## src/dxa_pkg.sv

```systemverilog
/*
 * Shared constants and types for the data-transfer issue path.
 * Lane, warp and barrier counts are fixed here and cannot be overridden
 * per instance. Barrier addresses are {warp, barrier}, so NUM_BAR_ENTRIES
 * must equal 2**BAR_ADDR_W.
 */
package dxa_pkg;

    localparam int XLEN            = 32;
    localparam int NUM_LANES       = 4;
    localparam int LANE_BITS       = 2;
    localparam int NUM_WARPS       = 4;
    localparam int NW_BITS         = 2;
    localparam int NUM_BARS        = 4;
    localparam int NB_BITS         = 2;
    localparam int BAR_ADDR_W      = NW_BITS + NB_BITS;
    localparam int NUM_BAR_ENTRIES = NUM_WARPS * NUM_BARS;
    localparam int UUID_W          = 8;
    localparam int LEN_W           = 8;
    localparam int WORD_BYTES      = 4;
    localparam int BAR_FIELD_LSB   = 16;

    typedef enum logic [1:0] {
        DXA_OP_SETUP0,
        DXA_OP_SETUP1,
        DXA_OP_START,
        DXA_OP_NOP
    } dxa_op_t;

    typedef enum logic [1:0] {
        ENG_IDLE,
        ENG_WALK,
        ENG_RSP
    } eng_state_t;

    // Warp id sits in the low bits of rs2, the barrier index further up
    function automatic logic [BAR_ADDR_W-1:0] bar_addr_of(input logic [XLEN-1:0] rs2);
        return {rs2[NW_BITS-1:0], rs2[BAR_FIELD_LSB +: NB_BITS]};
    endfunction

endpackage

```

## src/dxa_barrier_table.sv

```systemverilog
/*
 * Pending-bit table for transfer barriers, one bit per {warp, barrier}.
 * A setup to an entry that is already pending is refused until a done
 * clears it. A done is always accepted, even for an idle entry.
 */
`timescale 1ns/1ns

module dxa_barrier_table import dxa_pkg::*; (
    input  logic                       clk,
    input  logic                       rst,
    input  logic                       bar_valid,
    output logic                       bar_ready,
    input  logic [BAR_ADDR_W-1:0]      bar_addr,
    input  logic                       bar_is_done,
    output logic [NUM_BAR_ENTRIES-1:0] bar_pending
);

    logic bar_fire;

    assign bar_ready = bar_is_done || !bar_pending[bar_addr];
    assign bar_fire  = bar_valid && bar_ready;

    always_ff @(posedge clk) begin
        if (rst) begin
            bar_pending <= '0;
        end else if (bar_fire) begin
            // Done clears, setup arms
            bar_pending[bar_addr] <= !bar_is_done;
        end
    end

endmodule

```

## src/dxa_cfg_regs.sv

```systemverilog
/*
 * Transfer descriptor registers.
 * Setup0 writes the source and barrier, setup1 the destination and the
 * length from the low bits of rs2. Other opcodes leave them unchanged.
 */
`timescale 1ns/1ns

module dxa_cfg_regs import dxa_pkg::*; (
    input  logic                  clk,
    input  logic                  rst,
    input  logic                  wr_en,
    input  dxa_op_t               wr_op,
    input  logic [XLEN-1:0]       wr_rs1,
    input  logic [XLEN-1:0]       wr_rs2,
    output logic [XLEN-1:0]       src_addr,
    output logic [XLEN-1:0]       dst_addr,
    output logic [LEN_W-1:0]      xfer_len,
    output logic [BAR_ADDR_W-1:0] bar_addr
);

    always_ff @(posedge clk) begin
        if (rst) begin
            src_addr <= '0;
            dst_addr <= '0;
            xfer_len <= '0;
            bar_addr <= '0;
        end else if (wr_en) begin
            if (wr_op == DXA_OP_SETUP0) begin
                src_addr <= wr_rs1;
                bar_addr <= bar_addr_of(wr_rs2);
            end else if (wr_op == DXA_OP_SETUP1) begin
                dst_addr <= wr_rs1;
                xfer_len <= wr_rs2[LEN_W-1:0];
            end
        end
    end

endmodule

```

## src/dxa_engine.sv

```systemverilog
/*
 * Cluster-level transfer engine.
 * Only one transfer runs at a time: requests are taken in ENG_IDLE only.
 * The descriptor is sampled at start, so a later setup does not disturb a
 * walk in progress. Each word is one address pair, no data moves.
 */
`timescale 1ns/1ns

module dxa_engine import dxa_pkg::*; (
    input  logic                  clk,
    input  logic                  rst,
    input  logic                  req_valid,
    output logic                  req_ready,
    input  dxa_op_t               req_op,
    input  logic [XLEN-1:0]       req_rs1,
    input  logic [XLEN-1:0]       req_rs2,
    output logic                  rsp_valid,
    input  logic                  rsp_ready,
    output logic [BAR_ADDR_W-1:0] rsp_bar_addr,
    output logic                  rsp_done,
    output logic                  rsp_notify,
    output logic                  xfer_valid,
    input  logic                  xfer_ready,
    output logic [XLEN-1:0]       xfer_src,
    output logic [XLEN-1:0]       xfer_dst
);

    eng_state_t            state;
    logic [XLEN-1:0]       cfg_src;
    logic [XLEN-1:0]       cfg_dst;
    logic [LEN_W-1:0]      cfg_len;
    logic [BAR_ADDR_W-1:0] cfg_bar;
    logic [LEN_W-1:0]      words_left;
    logic                  req_fire;
    logic                  start_fire;
    logic                  xfer_fire;

    assign req_ready  = (state == ENG_IDLE);
    assign req_fire   = req_valid && req_ready;
    assign start_fire = req_fire && (req_op == DXA_OP_START);
    assign xfer_fire  = xfer_valid && xfer_ready;

    assign xfer_valid = (state == ENG_WALK);
    assign rsp_valid  = (state == ENG_RSP);
    // Every response here closes a walk and releases its barrier
    assign rsp_done   = rsp_valid;
    assign rsp_notify = rsp_valid;

    dxa_cfg_regs cfg (
        .clk      (clk),
        .rst      (rst),
        .wr_en    (req_fire),
        .wr_op    (req_op),
        .wr_rs1   (req_rs1),
        .wr_rs2   (req_rs2),
        .src_addr (cfg_src),
        .dst_addr (cfg_dst),
        .xfer_len (cfg_len),
        .bar_addr (cfg_bar)
    );

    always_ff @(posedge clk) begin
        if (rst) begin
            state <= ENG_IDLE;
        end else begin
            case (state)
                ENG_IDLE: begin
                    if (start_fire) begin
                        // An empty descriptor skips straight to the response
                        state <= (cfg_len == '0) ? ENG_RSP : ENG_WALK;
                    end
                end
                ENG_WALK: begin
                    if (xfer_fire && words_left == LEN_W'(1)) begin
                        state <= ENG_RSP;
                    end
                end
                ENG_RSP: begin
                    if (rsp_ready) begin
                        state <= ENG_IDLE;
                    end
                end
                default: state <= ENG_IDLE;
            endcase
        end
    end

    always_ff @(posedge clk) begin
        if (start_fire) begin
            xfer_src     <= cfg_src;
            xfer_dst     <= cfg_dst;
            words_left   <= cfg_len;
            rsp_bar_addr <= cfg_bar;
        end else if (xfer_fire) begin
            xfer_src   <= xfer_src + XLEN'(WORD_BYTES);
            xfer_dst   <= xfer_dst + XLEN'(WORD_BYTES);
            words_left <= words_left - LEN_W'(1);
        end
    end

endmodule

```

## src/dxa_issue_unit.sv

```systemverilog
/*
 * Core-side issue stage for transfer instructions.
 * Operands are taken from the lowest active lane only; an empty thread
 * mask falls back to lane 0. Every instruction, NOP included, waits for
 * req_ready. Setup0 is also held until its barrier entry is free.
 */
`timescale 1ns/1ns

module dxa_issue_unit import dxa_pkg::*; (
    input  logic                      clk,
    input  logic                      rst,
    input  logic                      exec_valid,
    output logic                      exec_ready,
    input  logic [UUID_W-1:0]         exec_uuid,
    input  logic [NW_BITS-1:0]        exec_wid,
    input  logic [NUM_LANES-1:0]      exec_tmask,
    input  dxa_op_t                   exec_op,
    input  logic [NUM_LANES*XLEN-1:0] exec_rs1,
    input  logic [NUM_LANES*XLEN-1:0] exec_rs2,
    output logic                      req_valid,
    input  logic                      req_ready,
    output dxa_op_t                   req_op,
    output logic [NW_BITS-1:0]        req_wid,
    output logic [XLEN-1:0]           req_rs1,
    output logic [XLEN-1:0]           req_rs2,
    input  logic                      rsp_valid,
    output logic                      rsp_ready,
    input  logic [BAR_ADDR_W-1:0]     rsp_bar_addr,
    input  logic                      rsp_done,
    input  logic                      rsp_notify,
    output logic                      bar_valid,
    input  logic                      bar_ready,
    output logic [BAR_ADDR_W-1:0]     bar_addr,
    output logic                      bar_is_done,
    output logic                      result_valid,
    input  logic                      result_ready,
    output logic [UUID_W-1:0]         result_uuid,
    output logic [NW_BITS-1:0]        result_wid
);

    logic [LANE_BITS-1:0] lane_sel;
    logic                 buf_ready;
    logic                 is_setup0;
    logic                 bar_ok;
    logic                 setup_go;
    logic                 rsp_notify_valid;
    logic                 rsp_emit;

    // Scanning downwards leaves the lowest set bit as the winner
    always_comb begin
        lane_sel = '0;
        for (int i = NUM_LANES - 1; i >= 0; i--) begin
            if (exec_tmask[i]) begin
                lane_sel = LANE_BITS'(i);
            end
        end
    end

    assign req_rs1 = exec_rs1[lane_sel*XLEN +: XLEN];
    assign req_rs2 = exec_rs2[lane_sel*XLEN +: XLEN];
    assign req_op  = exec_op;
    assign req_wid = exec_wid;

    assign is_setup0 = (exec_op == DXA_OP_SETUP0);
    assign bar_ok    = !is_setup0 || bar_ready;

    assign exec_ready = buf_ready && req_ready && bar_ok;
    assign req_valid  = exec_valid && exec_ready && (exec_op != DXA_OP_NOP);

    // The setup candidate selects the table address without depending on
    // bar_ready, which keeps the accept path free of a loop
    assign setup_go         = exec_valid && is_setup0 && buf_ready && req_ready;
    assign rsp_notify_valid = rsp_valid && rsp_notify;
    assign rsp_emit         = rsp_notify_valid && !setup_go;

    assign bar_valid   = setup_go || rsp_emit;
    assign bar_addr    = setup_go ? bar_addr_of(req_rs2) : rsp_bar_addr;
    assign bar_is_done = setup_go ? 1'b0 : rsp_done;

    assign rsp_ready = !rsp_notify_valid || (bar_ready && !setup_go);

    dxa_rsp_buffer rsp_buf (
        .clk           (clk),
        .rst           (rst),
        .valid_in      (exec_valid && req_ready && bar_ok),
        .ready_in      (buf_ready),
        .data_uuid_in  (exec_uuid),
        .data_wid_in   (exec_wid),
        .valid_out     (result_valid),
        .ready_out     (result_ready),
        .data_uuid_out (result_uuid),
        .data_wid_out  (result_wid)
    );

endmodule

```

## src/dxa_rsp_buffer.sv

```systemverilog
/*
 * Two-entry skid buffer for result headers.
 * The output is registered and ready_in comes straight from a flop, so a
 * push is taken only when the skid slot is empty.
 */
`timescale 1ns/1ns

module dxa_rsp_buffer import dxa_pkg::*; (
    input  logic               clk,
    input  logic               rst,
    input  logic               valid_in,
    output logic               ready_in,
    input  logic [UUID_W-1:0]  data_uuid_in,
    input  logic [NW_BITS-1:0] data_wid_in,
    output logic               valid_out,
    input  logic               ready_out,
    output logic [UUID_W-1:0]  data_uuid_out,
    output logic [NW_BITS-1:0] data_wid_out
);

    logic               skid_valid;
    logic [UUID_W-1:0]  skid_uuid;
    logic [NW_BITS-1:0] skid_wid;
    logic               push;
    logic               out_free;

    assign ready_in = !skid_valid;
    assign push     = valid_in && ready_in;
    assign out_free = !valid_out || ready_out;

    always_ff @(posedge clk) begin
        if (rst) begin
            valid_out  <= 1'b0;
            skid_valid <= 1'b0;
        end else if (out_free) begin
            valid_out  <= skid_valid || push;
            skid_valid <= 1'b0;
        end else if (push) begin
            skid_valid <= 1'b1;
        end
    end

    always_ff @(posedge clk) begin
        if (out_free) begin
            data_uuid_out <= skid_valid ? skid_uuid : data_uuid_in;
            data_wid_out  <= skid_valid ? skid_wid : data_wid_in;
        end else if (push) begin
            skid_uuid <= data_uuid_in;
            skid_wid  <= data_wid_in;
        end
    end

endmodule

```

## src/dxa_subsystem.sv

```systemverilog
/*
 * Issue unit, transfer engine and barrier table wired together.
 * The cluster path is always present. The transfer port carries
 * addresses only and the result data is implicitly zero.
 */
`timescale 1ns/1ns

module dxa_subsystem import dxa_pkg::*; (
    input  logic                       clk,
    input  logic                       rst,
    input  logic                       exec_valid,
    output logic                       exec_ready,
    input  logic [UUID_W-1:0]          exec_uuid,
    input  logic [NW_BITS-1:0]         exec_wid,
    input  logic [NUM_LANES-1:0]       exec_tmask,
    input  dxa_op_t                    exec_op,
    input  logic [NUM_LANES*XLEN-1:0]  exec_rs1,
    input  logic [NUM_LANES*XLEN-1:0]  exec_rs2,
    output logic                       result_valid,
    input  logic                       result_ready,
    output logic [UUID_W-1:0]          result_uuid,
    output logic [NW_BITS-1:0]         result_wid,
    output logic                       xfer_valid,
    input  logic                       xfer_ready,
    output logic [XLEN-1:0]            xfer_src,
    output logic [XLEN-1:0]            xfer_dst,
    output logic [NUM_BAR_ENTRIES-1:0] bar_pending
);

    logic                  req_valid;
    logic                  req_ready;
    dxa_op_t               req_op;
    logic [XLEN-1:0]       req_rs1;
    logic [XLEN-1:0]       req_rs2;
    logic                  rsp_valid;
    logic                  rsp_ready;
    logic [BAR_ADDR_W-1:0] rsp_bar_addr;
    logic                  rsp_done;
    logic                  rsp_notify;
    logic                  bar_valid;
    logic                  bar_ready;
    logic [BAR_ADDR_W-1:0] bar_addr;
    logic                  bar_is_done;

    dxa_issue_unit issue (
        .clk          (clk),
        .rst          (rst),
        .exec_valid   (exec_valid),
        .exec_ready   (exec_ready),
        .exec_uuid    (exec_uuid),
        .exec_wid     (exec_wid),
        .exec_tmask   (exec_tmask),
        .exec_op      (exec_op),
        .exec_rs1     (exec_rs1),
        .exec_rs2     (exec_rs2),
        .req_valid    (req_valid),
        .req_ready    (req_ready),
        .req_op       (req_op),
        // Warp tag is kept for later request tagging and has no sink yet
        .req_wid      (),
        .req_rs1      (req_rs1),
        .req_rs2      (req_rs2),
        .rsp_valid    (rsp_valid),
        .rsp_ready    (rsp_ready),
        .rsp_bar_addr (rsp_bar_addr),
        .rsp_done     (rsp_done),
        .rsp_notify   (rsp_notify),
        .bar_valid    (bar_valid),
        .bar_ready    (bar_ready),
        .bar_addr     (bar_addr),
        .bar_is_done  (bar_is_done),
        .result_valid (result_valid),
        .result_ready (result_ready),
        .result_uuid  (result_uuid),
        .result_wid   (result_wid)
    );

    dxa_engine engine (
        .clk          (clk),
        .rst          (rst),
        .req_valid    (req_valid),
        .req_ready    (req_ready),
        .req_op       (req_op),
        .req_rs1      (req_rs1),
        .req_rs2      (req_rs2),
        .rsp_valid    (rsp_valid),
        .rsp_ready    (rsp_ready),
        .rsp_bar_addr (rsp_bar_addr),
        .rsp_done     (rsp_done),
        .rsp_notify   (rsp_notify),
        .xfer_valid   (xfer_valid),
        .xfer_ready   (xfer_ready),
        .xfer_src     (xfer_src),
        .xfer_dst     (xfer_dst)
    );

    dxa_barrier_table bars (
        .clk         (clk),
        .rst         (rst),
        .bar_valid   (bar_valid),
        .bar_ready   (bar_ready),
        .bar_addr    (bar_addr),
        .bar_is_done (bar_is_done),
        .bar_pending (bar_pending)
    );

endmodule

```

## config.mk

```make
export PLATFORM = sky130hd
export DESIGN_NAME = dxa_subsystem
export DESIGN_NICKNAME = d
export VERILOG_FILES = /design/src/dxa_pkg.sv /design/src/dxa_barrier_table.sv /design/src/dxa_cfg_regs.sv /design/src/dxa_engine.sv /design/src/dxa_issue_unit.sv /design/src/dxa_rsp_buffer.sv /design/src/dxa_subsystem.sv
export SDC_FILE = /design/constraint.sdc
export NUM_CORES = 1
export LEC_CHECK = 0
export ABC_AREA = 1
export BUFFER_PORTS_ARGS = -buffer_cell sky130_fd_sc_hd__buf_2
export CAP_MARGIN = 20
export CORE_ASPECT_RATIO = 0.9
export CORE_MARGIN = 8
export CORE_UTILIZATION = 40
export DETAILED_ROUTE_END_ITERATION = 7
export PLACE_DENSITY = 0.67
export SLEW_MARGIN = 25
export SYNTH_ARGS = -nofsm -noshare
export SYNTH_HDL_FRONTEND = slang
export SYNTH_SLANG_ARGS = --single-unit
```

## constraint.sdc

```tcl
create_clock -name clk -period 4.7 [get_ports clk]
set_clock_uncertainty 0.15 [all_clocks]
set_input_delay 0.94 -clock clk [delete_from_list [all_inputs] [get_ports clk]]
set_output_delay 0.94 -clock clk [all_outputs]
set_load 0.05 [all_outputs]
```

==> summary.txt, run 1 <==
Top FF cell, synth -> edfxtp_1
HP Class -> flop to flop
Crit path cell chain -> buf_2, inv_1, nand2_1, nand2_2, nand2_2, inv_2, nand2_1, nand3_1, nand2_1, o21ai_1, nand2_1, nand2_1, nand2_1, nand2_1, nor2_1, nand2_1, and3_1, buf_2
Max VDD drop -> 268 uV
Hold wc startpoint -> engine.cfg.bar_addr[1]
Critical Path Fanout Max -> 11
TritonCTS Buffers -> 17
Total number of vias -> 9,640
Switching share of power -> 30.6%
CP max stage delay -> 0.40 ns
CTS Root Cell -> clkbuf_16
Final Power -> 4.18 mW
Port-buffer cells -> 281
Final hold viol count -> 0
Critical Path Sink Type -> output pin
Share of the synthesized area in the top cell type -> 27.8%
Setup TNS Final -> 0 ns
Pre-CTS setup slack -> 0.527 ns
TritonCTS Sinks -> 192
Max cap viols -> 0
Hold Path Depth -> 0
HPWL Detailed -> 23,600 um
Antenna-violating nets left -> 0
Post-CTS Hold Buffers -> 0
Reg-to-reg setup timing slack -> 1.52 ns
Postcts setup bufs -> 0
Unrepaired setup endpoints after global routing -> no
Placed instance area -> 0.0120 mm2
Critical path arrival -> 3.08 ns
Post-synth top cells -> 318 x nand2_1, 145 x nor2_1, 135 x inv_1, 99 x o21ai_0
Post-synth net total -> 1,625
Die area -> 0.0313 mm2
Die height -> 169 um
Ys Warns -> 0
Layout cells sized above 1 -> 23.8%
Post-Layout Inst Area -> 0.0126 mm2
IO Count -> 370
WL final -> 31,300 um
Largest net degree at the start of global routing -> 82
Final period utilization -> 88.8%
Die Span X -> 186 um
GRT Util Overall -> 19.7%
Via/cell ratio -> 4.95
Syn Area/Cell -> 7.72 um2
Mapped Cells -> 1,344
Most frequent cell after synthesis -> nand2_1
Rows -> 56
Most used cell, CP -> nand2_1
Core Region -> 0.0258 mm2
Layout Cells excl Fill -> 1,947
Final setup margin -> 0.528 ns
Run status -> finished, final reports clean
Slew HR -> 44.7%
Post-cts sizing count -> 0
Initial antenna violation count -> 1
DRT Pass-1 Iters -> 4
Critical-path top delay cell -> o21ai_1
Final Net Count -> 1,867
Worst Hold Path EP -> engine.rsp_bar_addr[1]
Maximum clock path buffer count -> 2
Gp weighted congestion -> 0.840
Worst setup SP type -> primary input
Int Pwr -> 2.90 mW
Least-Margin Pin Slew -> 0.823 ns
Final setup fails -> 0
CTS tree -> done
Synth Cell Area -> 0.0104 mm2
Clock power frac -> 37.0%
Final Critical Period -> 4.17 ns
Flop pwr share -> 45.7%
Drt wl/cell -> 16.1 um
Pleak -> 5.54 nW
Top cells by area, synth -> edfxtp_1 28%, dfxtp_1 19%, nand2_1 12%
Global route overflow -> 0
1st-iter DRT viols -> 677
RR Startpoint -> engine.xfer_dst[2]
Initial Utilization -> 40.2%
Placed cells -> 1,915
Antenna Cells -> 0
Number of remaining DRC errors -> 0
Post-synth EDFFs -> 96
Clock insertion delay at the later pin of the skew report -> 0.44 ns
Pwr/cell area -> 330 mW/mm2
Fmax -> 0.240 GHz
CP required -> 3.61 ns
Logic pwr share -> 17.3%
Unique cell type count in the Yosys netlist -> 39
Reg-to-reg endpoint -> engine.xfer_dst[30]
Area leader, netlist -> edfxtp_1
Net Switching -> 1.28 mW
FF-to-FF path depth -> 13
H-tree levels -> 4
Yosys reg bits -> 192
Slew Limit Fails -> 0
Clock-pin slew of the registers on the worst-case setup and hold paths -> 0.08 ns
First-pass GRT wire length -> 49,100 um
FFs w/ async S/R, synth -> 0%
Number of global-route vias before repair -> 9,324
Area Growth Syn to Fin -> 22.0%
Sequential share of the synthesized area -> 46.3%
CP Class -> primary input to output pin
## power groups by stage
| stage | Clock (mW) | Sequential, mW | Combinational (mW) |
|---|---|---|---|
| 6_report | 1.55 | 1.91 | 0.723 |
| 5_1_grt | 1.64 | 1.92 | 0.798 |
| 4_1_cts | 1.57 | 1.91 | 0.732 |
| 3_5_place_dp | 0 | 1.95 | 0.729 |
| 3_3_place_gp | 0 | 1.94 | 0.718 |
| 2_1_floorplan | 0 | 2.08 | 0.354 |
## layout by cell type, fill, tap and decap left out, types with 37 or more instances in the layout
master	count
nor2_1	145
or2_2	38
dfxtp_1	96
nand2_1	317
o21ai_0	99
edfxtp_1	96
xor2_1	37
inv_1	134
nand3_1	49
a21oi_1	83
o31ai_1	49
buf_2	281
## kinds of logic (layout without fill, tap and decap cells)
kind of cell               after synthesis  after routing  share of synthesized area [%]
and+or+nand+nor                        591            591                           24.1
adders and majority gates                4              4                          0.483
DFF                                    192            192                           46.3
xor gates and xnor gates                55             55                           4.64
muxes                                    1              1                         0.0965
AOI/OAI and AO/OA                      286            286                           16.3
buffers and inverters                  215            470                           8.11
## layer usage
metal	routed length, um	GRT usage, %	up-vias	part of all wire (%)
met5	10	0	-	0.032
met4	490	4.86	2	1.6
met2	15200	33.7	273	48
li1	-	-	4920	-
met1	13600	24.9	4415	43
met3	2060	4.41	30	6.6
## state kept, by name (all words and copies together), names as in the netlist
name	flops
bars.bar_pending	16
issue.rsp_buf.skid_uuid	8
issue.rsp_buf.valid_out	1
issue.rsp_buf.data_wid_out	2
issue.rsp_buf.skid_valid	1
engine.cfg.xfer_len	8
issue.rsp_buf.data_uuid_out	8
engine.cfg.bar_addr	4
engine.cfg.dst_addr	32
engine.words_left	8
engine.xfer_dst	32
engine.rsp_bar_addr	4
engine.state	2
engine.xfer_src	32
engine.cfg.src_addr	32
issue.rsp_buf.skid_wid	2
## critical path, delay by kind of cell
family | cells | cell delay, ns
buf+inv | 4 | 0.56
simple gates | 13 | 1.18
compound gates | 1 | 0.40
## worst max path at each step
stage / cells after the start / slack (ns) / from / endpoint
detailed placement: 18 / 0.53 / exec_tmask[2] / exec_ready
CTS: 18 / 0.52 / exec_tmask[2] / exec_ready
finish: 18 / 0.53 / exec_tmask[2] / exec_ready
global placement: 18 / 0.55 / exec_tmask[2] / exec_ready
floorplan: 6 / 0.93 / exec_valid / engine.words_left[0]
global route: 18 / 0.23 / exec_tmask[2] / exec_ready
## layout make-up
cell class              count  area, um2
fillers                  2653      13100
flip-flops and latches    192       4800
multi-input cells         937       4730
repair buffers            292       1490
inverters                 146        548
well taps                 348        435
clock buffers              17        425
clock inverters            15        218
## metrics by stage
stage | util [%] | hold slack, ns
after floorplan | - | 0.253
after global placement | 46.6 | 0.260
after detailed placement | 46.6 | 0.261
after CTS | 49.1 | 0.281
after global routing | 49.1 | 0.300
final | 49.1 | 0.280
Note: power is estimated with default switching activity, not from simulation.
==> inputs of run 2 (changes only) <==
Settings changed: CORE_ASPECT_RATIO 0.9 to 0.6.
==> run 2 against run 1 <==
Against the previous run:
- critical path type unchanged
- critical path depth stayed put
- largest cell class unchanged
- first-iteration DRC count is 11% higher
- fmax down 0.51%
- non-clock buffer count up 2
- sequential power barely moved
- largest power group unchanged
- final cell count increased by 0.31%
- sequential cell count stayed put
==> summary.txt, run 2 (synthesis gave the netlist of run 1 again) <==
Run status -> finished, final reports clean (unchanged)
WL final -> 32,500 um (was 31,300 um)
Post-cts sizing count -> 0 (unchanged)
Clock insertion delay at the later pin of the skew report -> 0.43 ns (was 0.44 ns)
Critical path's top delay family -> simple AND/OR/NAND/NOR gates (unchanged)
Reg-to-reg endpoint -> engine.xfer_dst[30] (unchanged)
Worst Hold Path EP -> engine.rsp_bar_addr[1] (unchanged)
GRT Util Overall -> 20.2% (was 19.7%)
Hold wc startpoint -> engine.cfg.bar_addr[1] (unchanged)
Total number of vias -> 9,780 (was 9,640)
Critical Path Sink Type -> output pin (unchanged)
Port-buffer cells -> 281 (unchanged)
Post-CTS Hold Buffers -> 0 (unchanged)
Drt wl/cell -> 16.6 um (was 16.1 um)
Global route overflow -> 0 (unchanged)
Unrepaired setup endpoints after global routing -> no (unchanged)
CP Class -> primary input to output pin (unchanged)
Pre-CTS setup slack -> 0.516 ns (was 0.527 ns)
CP required -> 3.61 ns (about the same)
Area Growth Syn to Fin -> 21.2% (was 22.0%)
Layout cells sized above 1 -> 23.9% (was 23.8%)
Placed cells -> 1,921 (was 1,915)
Final hold viol count -> 0 (unchanged)
Reg-to-reg setup timing slack -> 1.45 ns (was 1.52 ns)
Die area -> 0.0315 mm2 (was 0.0313 mm2)
Post-Layout Inst Area -> 0.0126 mm2 (about the same)
Critical-path top delay cell -> o21ai_1 (unchanged)
Final Net Count -> 1,869 (was 1,867)
Die height -> 141 um (was 169 um)
Largest net degree at the start of global routing -> 77 (was 82)
IO Count -> 370 (unchanged)
HP Class -> flop to flop (unchanged)
Placed instance area -> 0.0120 mm2 (about the same)
Layout Cells excl Fill -> 1,953 (was 1,947)
RR Startpoint -> engine.xfer_dst[2] (unchanged)
Slew Limit Fails -> 0 (unchanged)
Core Region -> 0.0254 mm2 (was 0.0258 mm2)
Least-Margin Pin Slew -> 1.13 ns (was 0.823 ns)
Number of global-route vias before repair -> 9,268 (was 9,324)
DRT Pass-1 Iters -> 5 (was 4)
Fill count -> 2,526 (was 2,653)
Most used cell, CP -> nand2_1 (unchanged)
Final Critical Period -> 4.19 ns (was 4.17 ns)
Slew HR -> 24.2% (was 44.7%)
TritonCTS Sinks -> 192 (unchanged)
Worst setup SP type -> primary input (unchanged)
Critical Path Fanout Max -> 11 (unchanged)
Final period utilization -> 89.2% (was 88.8%)
Pleak -> 5.52 nW (was 5.54 nW)
Via/cell ratio -> 5.01 (was 4.95)
Most frequent cells in the layout -> 317 x nand2_1, 281 x buf_2, 145 x nor2_1, 134 x inv_1, 99 x o21ai_0 (unchanged)
Pwr/cell area -> 320 mW/mm2 (was 330 mW/mm2)
Final hold slack -> 0.287 ns (was 0.280 ns)
Rows -> 45 (was 56)
TritonCTS Buffers -> 17 (unchanged)
CTS tree -> done (unchanged)
Initial antenna violation count -> 0 (was 1)
Die Span X -> 224 um (was 186 um)
Hold Path Depth -> 0 (unchanged)
CP max stage delay -> 0.37 ns (was 0.40 ns)
Critical path arrival -> 3.10 ns (was 3.08 ns)
Clock-pin slew of the registers on the worst-case setup and hold paths -> 0.07 ns (was 0.08 ns)
Critical Path Source -> exec_tmask[2] (unchanged)
Final setup margin -> 0.507 ns (was 0.528 ns)
1st-iter DRT viols -> 752 (was 677)
Gp weighted congestion -> 0.847 (was 0.840)
Final setup fails -> 0 (unchanged)
Number of remaining DRC errors -> 0 (unchanged)
Setup TNS Final -> 0 ns (unchanged)
CTS Root Cell -> clkbuf_16 (unchanged)
Crit path buf inv count -> 4 (unchanged)
Final Power -> 4.02 mW (was 4.18 mW)
Max cap viols -> 0 (unchanged)
FF-to-FF path depth -> 13 (unchanged)
Crit path cell chain -> buf_2, inv_1, nand2_1, nand2_2, nand2_2, inv_2, nand2_1, nand3_1, nand2_1, o21ai_1, nand2_1, nand2_1, nand2_1, nand2_1, nor2_1, nand2_1, and3_1, buf_2 (unchanged)
Postcts setup bufs -> 0 (unchanged)
HPWL Detailed -> 24,400 um (was 23,600 um)
H-tree levels -> 4 (unchanged)
Fmax -> 0.238 GHz (was 0.240 GHz)
Antenna Cells -> 0 (unchanged)
Max VDD drop -> 194 uV (was 268 uV)
Antenna-violating nets left -> 0 (unchanged)
Util after Layout -> 49.5% (was 49.1%)
Initial Utilization -> 40.8% (was 40.2%)
First-pass GRT wire length -> 51,000 um (was 49,100 um)
Maximum clock path buffer count -> 2 (unchanged)
Most common cell after layout, fill and taps aside -> nand2_1 (unchanged)
-- run 2: cell count changes in the layout (fill, tap and decap cells not counted), sizes merged --
cell    delta
bufinv     -2
clkbuf     +1
clkinv     -3
inv        +4
buf        +2
-- run 2: worst max-delay path by stage --
stage                     depth (start not counted)              endpoint  slack (ns)
after detailed placement                         18            exec_ready        0.52
after global placement                           18            exec_ready        0.54
after CTS                                        18            exec_ready        0.51
after global routing                             18            exec_ready        0.29
final                                            18            exec_ready        0.51
after floorplan                                   6  engine.words_left[0]        0.93
-- run 2: where the power goes --
| part | switching [mW] | internal [mW] | leakage [nW] | total, mW |
|---|---|---|---|---|
| Clock | 0.677 | 0.701 | 0.279 | 1.38 |
| Sequential | 0.0552 | 1.86 | 1.68 | 1.91 |
| Combinational | 0.513 | 0.223 | 3.56 | 0.735 |
| Total | 1.25 | 2.78 | 5.52 | 4.02 |
-- run 2: area by class of cell --
| cell class | instances | area (um2) | area share (%) |
|---|---|---|---|
| clock buffer | 18 | 439 | 3.49 |
| sequential | 192 | 4800 | 38.2 |
| timing repair buffer | 294 | 1500 | 12.0 |
| multi-input combinational | 937 | 4730 | 37.6 |
| inverter | 146 | 548 | 4.36 |
| clock inverter | 14 | 103 | 0.816 |
| tap | 352 | 440 | 3.50 |
-- run 2: layer usage --
metal	vias to the layer above	GRT usage (%)	wire (um)
li1	4928	-	-
met4	0	4.32	332
met2	303	30.6	14200
met5	-	0	0
met1	4527	29.0	15900
met3	22	4.45	2020
-- run 2: worst register-to-register path: stages, from the launching register on --
cell and delay (ns):
edfxtp_1 0.40, ha_1 0.21, nand3_1 0.14, nor3_2 0.29, nand2_1 0.16, nor2_1 0.29, nand3_1 0.20, nor3_1 0.33
nand3_1 0.23, nor2_1 0.20, nand4_1 0.14, xnor2_1 0.15, nand2_1 0.06, o21ai_0 0.07
